===== src/logic/uart_settings.svh =====
`ifndef UART_SETTINGS_SVH
`define UART_SETTINGS_SVH

// clock cycles per serial bit, kept short for simulation
`define UART_CLKS_PER_BIT 8

// bytes packed into one word
`define UART_WORD_BYTES 4

// entries in the sum queue
`define UART_QUEUE_DEPTH 4

`endif

===== src/logic/uart_pkg.sv =====
`default_nettype none

package uart_pkg;

	// frame_err is only ever high in the rx_strobe cycle
	typedef struct packed {
		logic       frame_err;
		logic [7:0] data;
	} rx_byte_t;

	typedef logic [31:0] word_t;

	// led[3] sticky error, led[2:0] word count
	typedef struct packed {
		logic       frame_err;
		logic [2:0] count;
	} led_status_t;

endpackage

`default_nettype wire


===== src/logic/board_top.sv =====
`timescale 1ns/1ps
`default_nettype none

module board_top import uart_pkg::*; (
	input  logic        CLK,
	input  logic        reset,
	input  logic        sw_clear,
	input  logic        uart_rx,
	output logic        uart_tx,
	output led_status_t led
);

	rx_byte_t rx_byte;
	logic rx_strobe;
	word_t word;
	logic word_strobe;
	word_t sum_word;
	logic sum_strobe;
	word_t head;
	logic not_empty;
	logic pop;
	logic [7:0] send_byte;
	logic send_strobe;
	logic ready;

	// receive side
	uart_receiver u_receiver (.CLK(CLK), .reset(reset), .rx(uart_rx),
		.rx_byte(rx_byte), .rx_strobe(rx_strobe));

	byte_packer u_packer (.CLK(CLK), .reset(reset), .rx_byte(rx_byte),
		.rx_strobe(rx_strobe), .word(word), .word_strobe(word_strobe));

	word_accumulator u_accumulator (.CLK(CLK), .reset(reset), .clear(sw_clear),
		.word(word), .word_strobe(word_strobe), .frame_err(rx_byte.frame_err),
		.sum_word(sum_word), .sum_strobe(sum_strobe), .status(led));

	// transmit side
	word_queue u_queue (.CLK(CLK), .reset(reset), .push(sum_strobe),
		.push_word(sum_word), .pop(pop), .head(head), .not_empty(not_empty));

	word_serializer u_serializer (.CLK(CLK), .reset(reset), .head(head),
		.not_empty(not_empty), .ready(ready), .pop(pop),
		.send_byte(send_byte), .send_strobe(send_strobe));

	uart_sender u_sender (.CLK(CLK), .reset(reset), .send_byte(send_byte),
		.send_strobe(send_strobe), .tx(uart_tx), .ready(ready));

endmodule

`default_nettype wire


===== src/logic/word_serializer.sv =====
`timescale 1ns/1ps
`default_nettype none
`include "uart_settings.svh"

module word_serializer import uart_pkg::*; (
	input  logic       CLK,
	input  logic       reset,
	input  word_t      head,
	input  logic       not_empty,
	input  logic       ready,
	output logic       pop,
	output logic [7:0] send_byte,
	output logic       send_strobe
);

	localparam int IW = $clog2(`UART_WORD_BYTES);
	localparam logic [IW-1:0] LAST_BYTE = IW'(`UART_WORD_BYTES - 1);

	word_t word_buf;
	logic busy;
	logic [IW-1:0] byte_idx;

	assign pop = !busy && not_empty;
	// sender drops ready the next cycle, so this is a single pulse
	assign send_strobe = busy && ready;
	assign send_byte = word_buf[{byte_idx, 3'b000} +: 8];

	always_ff @(posedge CLK) begin
		if (reset) begin
			busy <= 1'b0;
			byte_idx <= '0;
		end else if (pop) begin
			busy <= 1'b1;
			byte_idx <= '0;
		end else if (send_strobe) begin
			if (byte_idx == LAST_BYTE)
				busy <= 1'b0;
			byte_idx <= byte_idx + 1'b1;
		end
	end

	always_ff @(posedge CLK) begin
		if (pop)
			word_buf <= head;
	end

endmodule

`default_nettype wire


===== src/logic/word_queue.sv =====
`timescale 1ns/1ps
`default_nettype none
`include "uart_settings.svh"

module word_queue import uart_pkg::*; (
	input  logic  CLK,
	input  logic  reset,
	input  logic  push,
	input  word_t push_word,
	input  logic  pop,
	output word_t head,
	output logic  not_empty
);

	localparam int DEPTH = `UART_QUEUE_DEPTH;
	localparam int AW = $clog2(DEPTH);

	word_t mem [DEPTH];
	// extra msb tells full from empty
	logic [AW:0] wr_ptr;
	logic [AW:0] rd_ptr;
	logic full;

	assign not_empty = (wr_ptr != rd_ptr);
	assign full = (wr_ptr[AW] != rd_ptr[AW]) && (wr_ptr[AW-1:0] == rd_ptr[AW-1:0]);
	assign head = mem[rd_ptr[AW-1:0]];

	always_ff @(posedge CLK) begin
		if (push && !full)
			mem[wr_ptr[AW-1:0]] <= push_word;
	end

	always_ff @(posedge CLK) begin
		if (reset) begin
			wr_ptr <= '0;
			rd_ptr <= '0;
		end else begin
			if (push && !full)
				wr_ptr <= wr_ptr + 1'b1;
			if (pop && not_empty)
				rd_ptr <= rd_ptr + 1'b1;
		end
	end

	no_overflow: assert property (@(posedge CLK) disable iff (reset) push |-> !full);
	no_underflow: assert property (@(posedge CLK) disable iff (reset) pop |-> not_empty);

endmodule

`default_nettype wire


===== src/logic/word_accumulator.sv =====
`timescale 1ns/1ps
`default_nettype none

module word_accumulator import uart_pkg::*; (
	input  logic        CLK,
	input  logic        reset,
	input  logic        clear,
	input  word_t       word,
	input  logic        word_strobe,
	input  logic        frame_err,
	output word_t       sum_word,
	output logic        sum_strobe,
	output led_status_t status
);

	// clear wins over an incoming word
	always_ff @(posedge CLK) begin
		if (reset || clear) begin
			sum_word <= '0;
			sum_strobe <= 1'b0;
			status <= '0;
		end else begin
			sum_strobe <= word_strobe;
			if (word_strobe) begin
				// sum wraps mod 2^32 and count mod 8
				sum_word <= sum_word + word;
				status.count <= status.count + 1'b1;
			end
			if (frame_err)
				status.frame_err <= 1'b1;
		end
	end

endmodule

`default_nettype wire


===== src/logic/byte_packer.sv =====
`timescale 1ns/1ps
`default_nettype none
`include "uart_settings.svh"

module byte_packer import uart_pkg::*; (
	input  logic     CLK,
	input  logic     reset,
	input  rx_byte_t rx_byte,
	input  logic     rx_strobe,
	output word_t    word,
	output logic     word_strobe
);

	localparam int CW = $clog2(`UART_WORD_BYTES);
	localparam logic [CW-1:0] LAST_BYTE = CW'(`UART_WORD_BYTES - 1);

	logic [CW-1:0] byte_count;
	logic good_byte;

	// bad stop bit drops the byte entirely
	assign good_byte = rx_strobe && !rx_byte.frame_err;

	always_ff @(posedge CLK) begin
		if (reset) begin
			byte_count <= '0;
			word_strobe <= 1'b0;
		end else begin
			word_strobe <= good_byte && (byte_count == LAST_BYTE);
			if (good_byte)
				byte_count <= (byte_count == LAST_BYTE) ? '0 : byte_count + 1'b1;
		end
	end

	// shift right so the first byte lands in 7:0
	always_ff @(posedge CLK) begin
		if (good_byte)
			word <= {rx_byte.data, word[$bits(word_t)-1:8]};
	end

endmodule

`default_nettype wire


===== src/logic/uart_sender.sv =====
`timescale 1ns/1ps
`default_nettype none
`include "uart_settings.svh"

module uart_sender (
	input  logic       CLK,
	input  logic       reset,
	input  logic [7:0] send_byte,
	input  logic       send_strobe,
	output logic       tx,
	output logic       ready
);

	localparam int CLKS = `UART_CLKS_PER_BIT;
	localparam int TW = $clog2(CLKS);
	localparam logic [TW-1:0] FULL_BIT = TW'(CLKS - 1);

	logic busy;
	logic [9:0] frame;
	logic [TW-1:0] timer;
	logic [3:0] bit_count;

	always_ff @(posedge CLK) begin
		if (reset) begin
			busy <= 1'b0;
			frame <= '1;
			timer <= '0;
			bit_count <= '0;
		end else if (!busy) begin
			if (send_strobe) begin
				busy <= 1'b1;
				// stop, data LSB first, start
				frame <= {1'b1, send_byte, 1'b0};
				timer <= '0;
				bit_count <= '0;
			end
		end else if (timer == FULL_BIT) begin
			timer <= '0;
			// ones shift in so the line idles high
			frame <= {1'b1, frame[9:1]};
			if (bit_count == 4'd9)
				busy <= 1'b0;
			else
				bit_count <= bit_count + 1'b1;
		end else begin
			timer <= timer + 1'b1;
		end
	end

	assign tx = frame[0];
	assign ready = !busy;

	no_send_when_busy: assert property (@(posedge CLK) disable iff (reset)
		send_strobe |-> ready);

endmodule

`default_nettype wire


===== src/logic/uart_receiver.sv =====
`timescale 1ns/1ps
`default_nettype none
`include "uart_settings.svh"

module uart_receiver import uart_pkg::*; (
	input  logic     CLK,
	input  logic     reset,
	input  logic     rx,
	output rx_byte_t rx_byte,
	output logic     rx_strobe
);

	localparam int CLKS = `UART_CLKS_PER_BIT;
	localparam int TW = $clog2(CLKS);
	localparam logic [TW-1:0] HALF_BIT = TW'(CLKS / 2 - 1);
	localparam logic [TW-1:0] FULL_BIT = TW'(CLKS - 1);

	typedef enum logic [1:0] {RX_IDLE, RX_START, RX_DATA, RX_STOP} rx_state_t;

	rx_state_t state;
	logic rx_meta;
	logic rx_sync;
	logic [TW-1:0] timer;
	logic [2:0] bit_idx;
	logic [7:0] shift;

	always_ff @(posedge CLK) begin
		if (reset) begin
			rx_meta <= 1'b1;
			rx_sync <= 1'b1;
		end else begin
			rx_meta <= rx;
			rx_sync <= rx_meta;
		end
	end

	always_ff @(posedge CLK) begin
		if (reset) begin
			state <= RX_IDLE;
			timer <= '0;
			bit_idx <= '0;
			rx_strobe <= 1'b0;
			rx_byte.frame_err <= 1'b0;
		end else begin
			rx_strobe <= 1'b0;
			rx_byte.frame_err <= 1'b0;
			timer <= timer + 1'b1;
			case (state)
				RX_IDLE: begin
					timer <= '0;
					if (!rx_sync)
						state <= RX_START;
				end
				RX_START: begin
					// glitch filter, start bit must still be low mid-bit
					if (timer == HALF_BIT) begin
						timer <= '0;
						bit_idx <= '0;
						state <= rx_sync ? RX_IDLE : RX_DATA;
					end
				end
				RX_DATA: begin
					if (timer == FULL_BIT) begin
						timer <= '0;
						shift <= {rx_sync, shift[7:1]};
						bit_idx <= bit_idx + 1'b1;
						if (bit_idx == 3'd7)
							state <= RX_STOP;
					end
				end
				RX_STOP: begin
					if (timer == FULL_BIT) begin
						rx_strobe <= 1'b1;
						rx_byte.data <= shift;
						rx_byte.frame_err <= !rx_sync;
						state <= RX_IDLE;
					end
				end
				default: state <= RX_IDLE;
			endcase
		end
	end

	strobe_single_cycle: assert property (@(posedge CLK) disable iff (reset)
		rx_strobe |=> !rx_strobe);

endmodule

`default_nettype wire


===== config.mk =====
export PLATFORM = sky130hd
export DESIGN_NAME = board_top
export DESIGN_NICKNAME = d
export VERILOG_FILES = /design/src/logic/uart_pkg.sv /design/src/logic/board_top.sv /design/src/logic/word_serializer.sv /design/src/logic/word_queue.sv /design/src/logic/word_accumulator.sv /design/src/logic/byte_packer.sv /design/src/logic/uart_sender.sv /design/src/logic/uart_receiver.sv
export VERILOG_INCLUDE_DIRS = /design/src /design/src/logic
export SDC_FILE = /design/constraint.sdc
export NUM_CORES = 1
export LEC_CHECK = 0
export ABC_AREA = 0
export BUFFER_PORTS_ARGS = -buffer_cell sky130_fd_sc_hd__buf_2
export CAP_MARGIN = 20
export CORE_MARGIN = 1.5
export CORE_UTILIZATION = 40
export DETAILED_ROUTE_END_ITERATION = 8
export GPL_TIMING_DRIVEN = 0
export SLEW_MARGIN = 20
export SYNTH_ARGS = -nofsm -noshare
export SYNTH_HDL_FRONTEND = slang
export SYNTH_SLANG_ARGS = --single-unit

===== constraint.sdc =====
create_clock -name CLK -period 3.9 [get_ports CLK]
set_clock_uncertainty 0.15 [all_clocks]
set_input_delay 0 -clock CLK [delete_from_list [all_inputs] [get_ports CLK]]
set_output_delay 0 -clock CLK [all_outputs]
set_load 0.01 [all_outputs]

Word-level counts from Yosys, hierarchy flattened
Memory sizes are Yosys's and may differ from the RTL's. A register that Yosys moved wholly into a read port is not among the register bits.
Cells that the tools add are included.
- memories kept: 1
- output and inout bits: 5
- bits in writable memories: 128
- input bits: 4
- logic and storage cells: 121
- register bits after elaboration: 127
- shift-type cells: 1
- equality and inequality tests: 20
- reductions and logical operators: 28
- mux-type cells: 34
- $add $sub $neg: 10
- bitwise logic cells: 3
- memories (name ; words ; width ; rd ports ; clocked after Yosys merged registers in ; wr ports ; line ; text):
    u_queue.mem ; 4 ; 32 ; 1 ; 1 ; 1 ; word_queue.sv:18 ; word_t mem [DEPTH];
- operator list (operator ; count):
    adder 32 bit ; 1
    indexed part select 32 x 6 -> 8 bit ; 1
    two-way mux 10 bit ; 3
    two-way mux 3 bit ; 7
    adder 3 x 1 -> 3 bit, second input constant ; 6
    two-way mux 4 bit ; 4
    two-way mux 2 bit ; 7
    AND reduction 3 bit ; 4
    two-way mux 1 bit ; 10
    == test 3 bit, second input constant ; 3
    case mux 3 bit (3 select lines) ; 1
    == test 2 bit, second input constant ; 4
    != test 2 x 1 -> 1 bit, second input constant ; 4
    case mux 2 bit (4 select lines) ; 1
    nonzero test 2 bit ; 4
    logical AND 1 bit ; 7
    != test 2 bit, second input constant ; 3
    case mux 3 bit (2 select lines) ; 1
    zero test 1 bit ; 5
    AND reduction 5 bit ; 1
    adder 2 x 1 -> 2 bit, second input constant ; 2
    adder 4 x 1 -> 4 bit, second input constant ; 1
    == test 4 bit, second input constant ; 1
    AND reduction 2 bit ; 2
    10 further kinds ; 13

Depth between registers and ports, before layout
- depth after elaboration: 6
- depth in mapped cells: 10
- gate-level depth less buffers: 10

Modules after synthesis
Synthesis repeated with hierarchy kept, for this count alone.
- cells, all modules: 883
- area, all modules: 12578.3 µm²
- by module, submodules not included (module ; area each (µm²) ; times used ; seq. area each (µm²) ; cells an instance):
    word_queue ; 5177.5 ; 1 ; 4003.8 ; 237
    word_accumulator ; 3130.5 ; 1 ; 740.7 ; 384
    word_serializer ; 1300.0 ; 1 ; 1021.0 ; 57
    byte_packer ; 1088.5 ; 1 ; 1021.0 ; 43
    uart_receiver ; 1048.5 ; 1 ; 720.7 ; 72
    uart_sender ; 833.3 ; 1 ; 340.3 ; 90

Worst setup path before layout
Ideal clock, no wire load.
- kind: reg2reg
- from: register u_queue.rd_ptr[0]
- to: register u_queue.rd_ptr[2]
- clock period less this slack: 3.423 ns
- slack: 0.477 ns
- stages on the path, launching flop included: 8
- setup time: 0.128 ns
- data arrival time: 3.145 ns
- data required time: 3.622 ns
- path through: dfxtp_1 > clkbuf_1 > xor2_1 > nor2_1 > a21oi_1 > nand2_1 > xor2_1 > nor2_1
- word-level cells in the longest chain between the ends: 3
- elaborated cells between the ends (all ways): 4
- RTL lines (what ; line ; text):
    from (decl) ; word_queue.sv:21 ; logic [AW:0] rd_ptr;
    from (signal assigned) ; word_queue.sv:41 ; rd_ptr <= rd_ptr + 1'b1;
    != test 3 bit ; word_queue.sv:24 ; assign not_empty = (wr_ptr != rd_ptr);
    logical AND 1 bit ; word_serializer.sv:23 ; assign pop = !busy && not_empty;
    net pop ; board_top.sv:21 ; logic pop;
    logical AND 1 bit ; word_queue.sv:40 ; if (pop && not_empty)
The timed path passes the listed nets, and every way through them passes these cells.
A chain may end at the register's enable or synchronous reset.

Final worst setup path
- from: register u_packer.word[17]
- to: register u_accumulator.sum_word[31]
- word-level cells in the longest chain between the ends: 1
- RTL lines (what ; line ; text):
    from (decl) ; byte_packer.sv:10 ; output word_t word,
    from (signal assigned) ; byte_packer.sv:37 ; word <= {rx_byte.data, word[$bits(word_t)-1:8]};
    adder 32 bit ; word_accumulator.sv:26 ; sum_word <= sum_word + word;
    to (signal assigned) ; word_accumulator.sv:26 ;
    to (decl) ; word_accumulator.sv:11 ; output word_t sum_word,
No other way between the ends.

==> impl_summary.md <==
Job
The total of max-cap violations is 0.

Timing
The total count of hold-check failures in the final report is 0. Summed over all failing endpoints, the final setup total negative slack is 0 ns. Setup slack closes at 0.934 ns.

Hold timing on the final database bottoms out at a slack of ~0.028 ns. For the finished layout, the period the worst path requires is between 2 and 3 ns. The number of max-slew violations in the final report is 0.

Static timing analysis puts the maximum clock frequency at 0.337 GHz. The fraction of the cycle the final worst path needs is 0.761. The number of setup violations in the final report is 0. The slew at the pin closest to its max-slew limit is ~0.94 ns.

In this run the tightest slew margin relative to its limit is 0.376. Setup repair after global routing left no endpoint under its margin.

Worst setup path
Of all nets on the critical path, the largest fanout is 7. In this run the register-to-register setup slack is just over 0.9 ns. The number of cells on the worst reg-to-reg path is 10. The worst endpoint data arrival time is 3.24 ns.

STA classifies the critical path endpoint as a flip-flop. In this run the critical register-to-register path is captured at u_accumulator.sum_word[31]. The worst register-to-register path begins at u_packer.word[17].

The worst setup path is launched from a flip-flop. STA puts the critical path data required time at approximately 4.2 ns. The category of the most critical setup path is reg2reg.

Floorplanning
The die footprint is 0.0314 mm². The total number of placement rows is between 60 and 70. During I/O placement, the number of pins put on the boundary was 9. The die is ~180 µm wide.

The die outline height is about 180 µm. The core area is ~0.030 mm². The initial utilization of the core area, before any placement, comes to 0.408.

Clock network
The clock passes through at most 3 buffers. CTS built an H-tree with a depth of 1. The clock root buffer is sky130_fd_sc_hd__clkbuf_16.

The number of gates given a new drive strength after cts is 0. The total CTS buffers is 30. The insertion delay of the later-clocked pin in the worst-skew pair is between 0.5 and 0.6 ns. TritonCTS built the clock tree. The sink count of the clock tree is 286.

The clock transition at the registers of the reported paths is approximately 0.06 ns.

Final layout
With fillers left out, the area of the finished cells amounts to 0.0138 mm². The final net count is 954. Of the cells placed in the final design, the portion with a size suffix greater than 1 is 0.142.

The fill cell total of the finished layout is between 2000 and 3000. The most common cell after layout, fill and taps aside is sky130_fd_sc_hd__edfxtp_1. In the layout the commonest cells are 208 x sky130_fd_sc_hd__edfxtp_1, 78 x sky130_fd_sc_hd__dfxtp_1, 73 x sky130_fd_sc_hd__nor2_1. Relative to the synthesized area, the layout overhead comes to 13.9%. The number of antenna diodes in the final layout is 0.

Logic synthesis
Measured against the total synthesized area, the mux share comes to 0.0907. Summing every instance area after synthesis gives 0.0121 mm². The largest family of logic cells by synthesized area is multiplexers. In the synthesized netlist the async set-or-reset flop fraction comes to 0. Of the total synthesized cell area, the portion taken by XOR and XNOR cells is 0.0238. The commonest register cell after synthesis is sky130_fd_sc_hd__edfxtp_1.

The Yosys step of the flow raised 0 warnings. In this run, synthesis inferred 208 flip-flops with an integrated enable. Of the total synthesized cell area, the portion taken by full adders, half adders and majority gates is 0.0584.

The number of synthesized register bits is roughly 290. The cell count after synthesis came out at 847. The count of different cell masters after synthesis is 63.

The post-synthesis compound-gate area fraction is 0.0848. Counting every net in the synthesized netlist gives 907. Of the total synthesized cell area, the portion taken by AND, OR, NAND and NOR gates is 0.0798. The share of the Yosys chip area taken by registers is 0.643. The mean post-synth cell area is ~14 µm².

Placed design
The post-placement setup slack is 0.964 ns. The placed standard-cell area is 0.0128 mm². The final weighted congestion in routability-driven placement is 0.883. Input and output buffers added on the ports amount to 7. Once detailed placement completed, the half-perimeter wirelength came to 17.3 mm.

Route
The number of routed nets with antenna violations is 0. The first detailed-routing pass ran for 5 iterations. For this run, design rule violations remaining after detail routing come to 0. In this run, the number of DRC markers left after iteration 0 of detailed routing was about 560. The average wire length per cell after detail routing is 18.6 µm. The routed wire length is 24.3 mm.

In the routed layout, each cell is associated on average with a via count of ~5.3. The detailed router placed 6925 vias in this run.

Global route
The initial antenna violation count came to 0. The number of global-route vias before repair was about 6900. The combined global-route utilization of all metal layers is 0.160. The pin count of the biggest net entering global routing is 33. The total overflow left after global routing is 0.

The global-route wire length before repair is 38.4 mm.

Min path
In this run the most critical hold path is launched from uart_rx. The worst min-delay path endpoint is u_receiver.rx_meta. The path class of the tightest hold or removal check is in2reg. The worst hold path was traced through 3 stages.

Power
For this design the ratio of total power to cell area is between 400 and 500 mW/mm². The worst-case IR drop observed on VDD is 0.000338 V. For this design the static power due to leakage is 4.90 nW.

Status
The run finished with clean final reports.
metal layers:
metal / GRT usage / part of all wire / routed length (µm)
met5: 0 / 0 / 0
met4: 0.0434 / 0.022 / 537
met3: 0.0247 / 0.034 / 818
met2: 0.276 / 0.49 / 11900
met1: 0.210 / 0.45 / 11100
power breakdown:
part,internal (mW),switching [mW],leakage (nW)
logic,0.306,0.349,1.79
registers,3.41,0.0722,2.63
clock network,1.62,1.14,0.477
worst max path at each step:
stage	depth (start not counted)	to	start
final	10	u_accumulator.sum_word[31]	u_packer.word[17]
after global routing	10	u_accumulator.sum_word[31]	u_packer.word[17]
after CTS	10	u_accumulator.sum_word[31]	u_packer.word[17]
after detailed placement	10	u_accumulator.sum_word[31]	u_packer.word[17]
after global placement	7	u_queue.rd_ptr[2]	u_queue.rd_ptr[0]
after floorplan	7	u_queue.rd_ptr[2]	u_queue.rd_ptr[0]
flip-flops by register name (all words and copies together), names as in the netlist, 2 cells and up, named ones only:
register                cells
u_queue.rd_ptr              3
u_sender.timer              3
u_receiver.shift            8
u_serializer.word_buf      32
u_serializer.byte_idx       2
u_sender.bit_count          4
u_receiver.rx_byte          9
u_sender.frame              9
u_receiver.bit_idx          3
u_packer.byte_count         2
u_queue.wr_ptr              3
u_accumulator.status        4
u_queue.mem               128
u_accumulator.sum_word     32
u_receiver.timer            3
u_packer.word              32
repair_timing:
| item | 4_1_cts | 5_1_grt |
|---|---|---|
| hold buffers | 3 | 0 |
| setup buffers | 0 | 0 |
| endpoints found under the hold margin | 13 | 0 |
logic make-up (layout without fill, tap and decap cells):
family / Yosys count / in the layout
DFF: 286 / 286
and+or+nand+nor: 207 / 207
AOI/OAI and AO/OA: 146 / 146
muxes: 60 / 60
buffers and inverters: 59 / 129
adders and majority gates: 56 / 56
xor gates and xnor gates: 33 / 33
synthesized netlist by cell type, types with 4 or more instances:
cell | number | area (µm²)
sky130_fd_sc_hd__a21oi_1 | 43 | 215
sky130_fd_sc_hd__nor3_1 | 13 | 65.1
sky130_fd_sc_hd__nor3b_1 | 7 | 52.6
sky130_fd_sc_hd__nor2_1 | 73 | 274
sky130_fd_sc_hd__mux4_2 | 40 | 901
sky130_fd_sc_hd__inv_1 | 21 | 78.8
sky130_fd_sc_hd__a211oi_1 | 7 | 52.6
sky130_fd_sc_hd__a221oi_1 | 8 | 70.1
sky130_fd_sc_hd__xor2_1 | 13 | 114
sky130_fd_sc_hd__o21ai_1 | 4 | 20.0
sky130_fd_sc_hd__a21o_1 | 16 | 120
sky130_fd_sc_hd__o22ai_1 | 5 | 31.3
sky130_fd_sc_hd__ha_1 | 55 | 688
sky130_fd_sc_hd__a31oi_1 | 6 | 37.5
sky130_fd_sc_hd__edfxtp_1 | 208 | 6250
sky130_fd_sc_hd__nand2_1 | 55 | 206
sky130_fd_sc_hd__o21bai_1 | 6 | 45.0
sky130_fd_sc_hd__dfxtp_1 | 78 | 1560
sky130_fd_sc_hd__xnor2_1 | 20 | 175
sky130_fd_sc_hd__or3_1 | 4 | 25.0
sky130_fd_sc_hd__buf_2 | 9 | 45.0
sky130_fd_sc_hd__nand2b_1 | 4 | 25.0
sky130_fd_sc_hd__mux2i_1 | 20 | 200
sky130_fd_sc_hd__clkbuf_1 | 25 | 93.8
sky130_fd_sc_hd__nand3_1 | 14 | 70.1
sky130_fd_sc_hd__and2_1 | 8 | 50.1
sky130_fd_sc_hd__nand4_1 | 9 | 56.3
sky130_fd_sc_hd__buf_1 | 4 | 15.0
sky130_fd_sc_hd__o21ai_0 | 12 | 60.1
sky130_fd_sc_hd__o211ai_1 | 8 | 60.1
worst max-delay path, cell delays in order (launching register included):
cell                       delay [ns]
sky130_fd_sc_hd__edfxtp_1        0.48
sky130_fd_sc_hd__ha_1            0.32
sky130_fd_sc_hd__buf_2           0.18
sky130_fd_sc_hd__nand4_1         0.22
sky130_fd_sc_hd__nor2_1          0.30
sky130_fd_sc_hd__a21oi_1         0.13
sky130_fd_sc_hd__a21oi_2         0.24
sky130_fd_sc_hd__nand4_1         0.15
sky130_fd_sc_hd__and3_1          0.24
sky130_fd_sc_hd__o311ai_0        0.30
sky130_fd_sc_hd__o41ai_1         0.12
cell type report:
cell class,instances,area [µm²],share of cell area
plain buffers,38,154,0.0111
clock buffers,39,826,0.0598
clock inverters,16,148,0.0107
inverters,21,78.8,0.00570
multi-input cells,502,4120,0.298
flip-flops and latches,286,7810,0.565
well taps,390,488,0.0353
repair buffers,15,195,0.0141
through the flow:
step	utilization	power, mW	instances
final	0.465	6.89	1307
after global routing	0.465	7.18	1307
after CTS	0.465	6.99	1307
after detailed placement	0.431	4.22	1249
after global placement	0.426	4.18	1244
after floorplan	-	4.02	847
No activity file was read; power rests on OpenSTA's default activity.
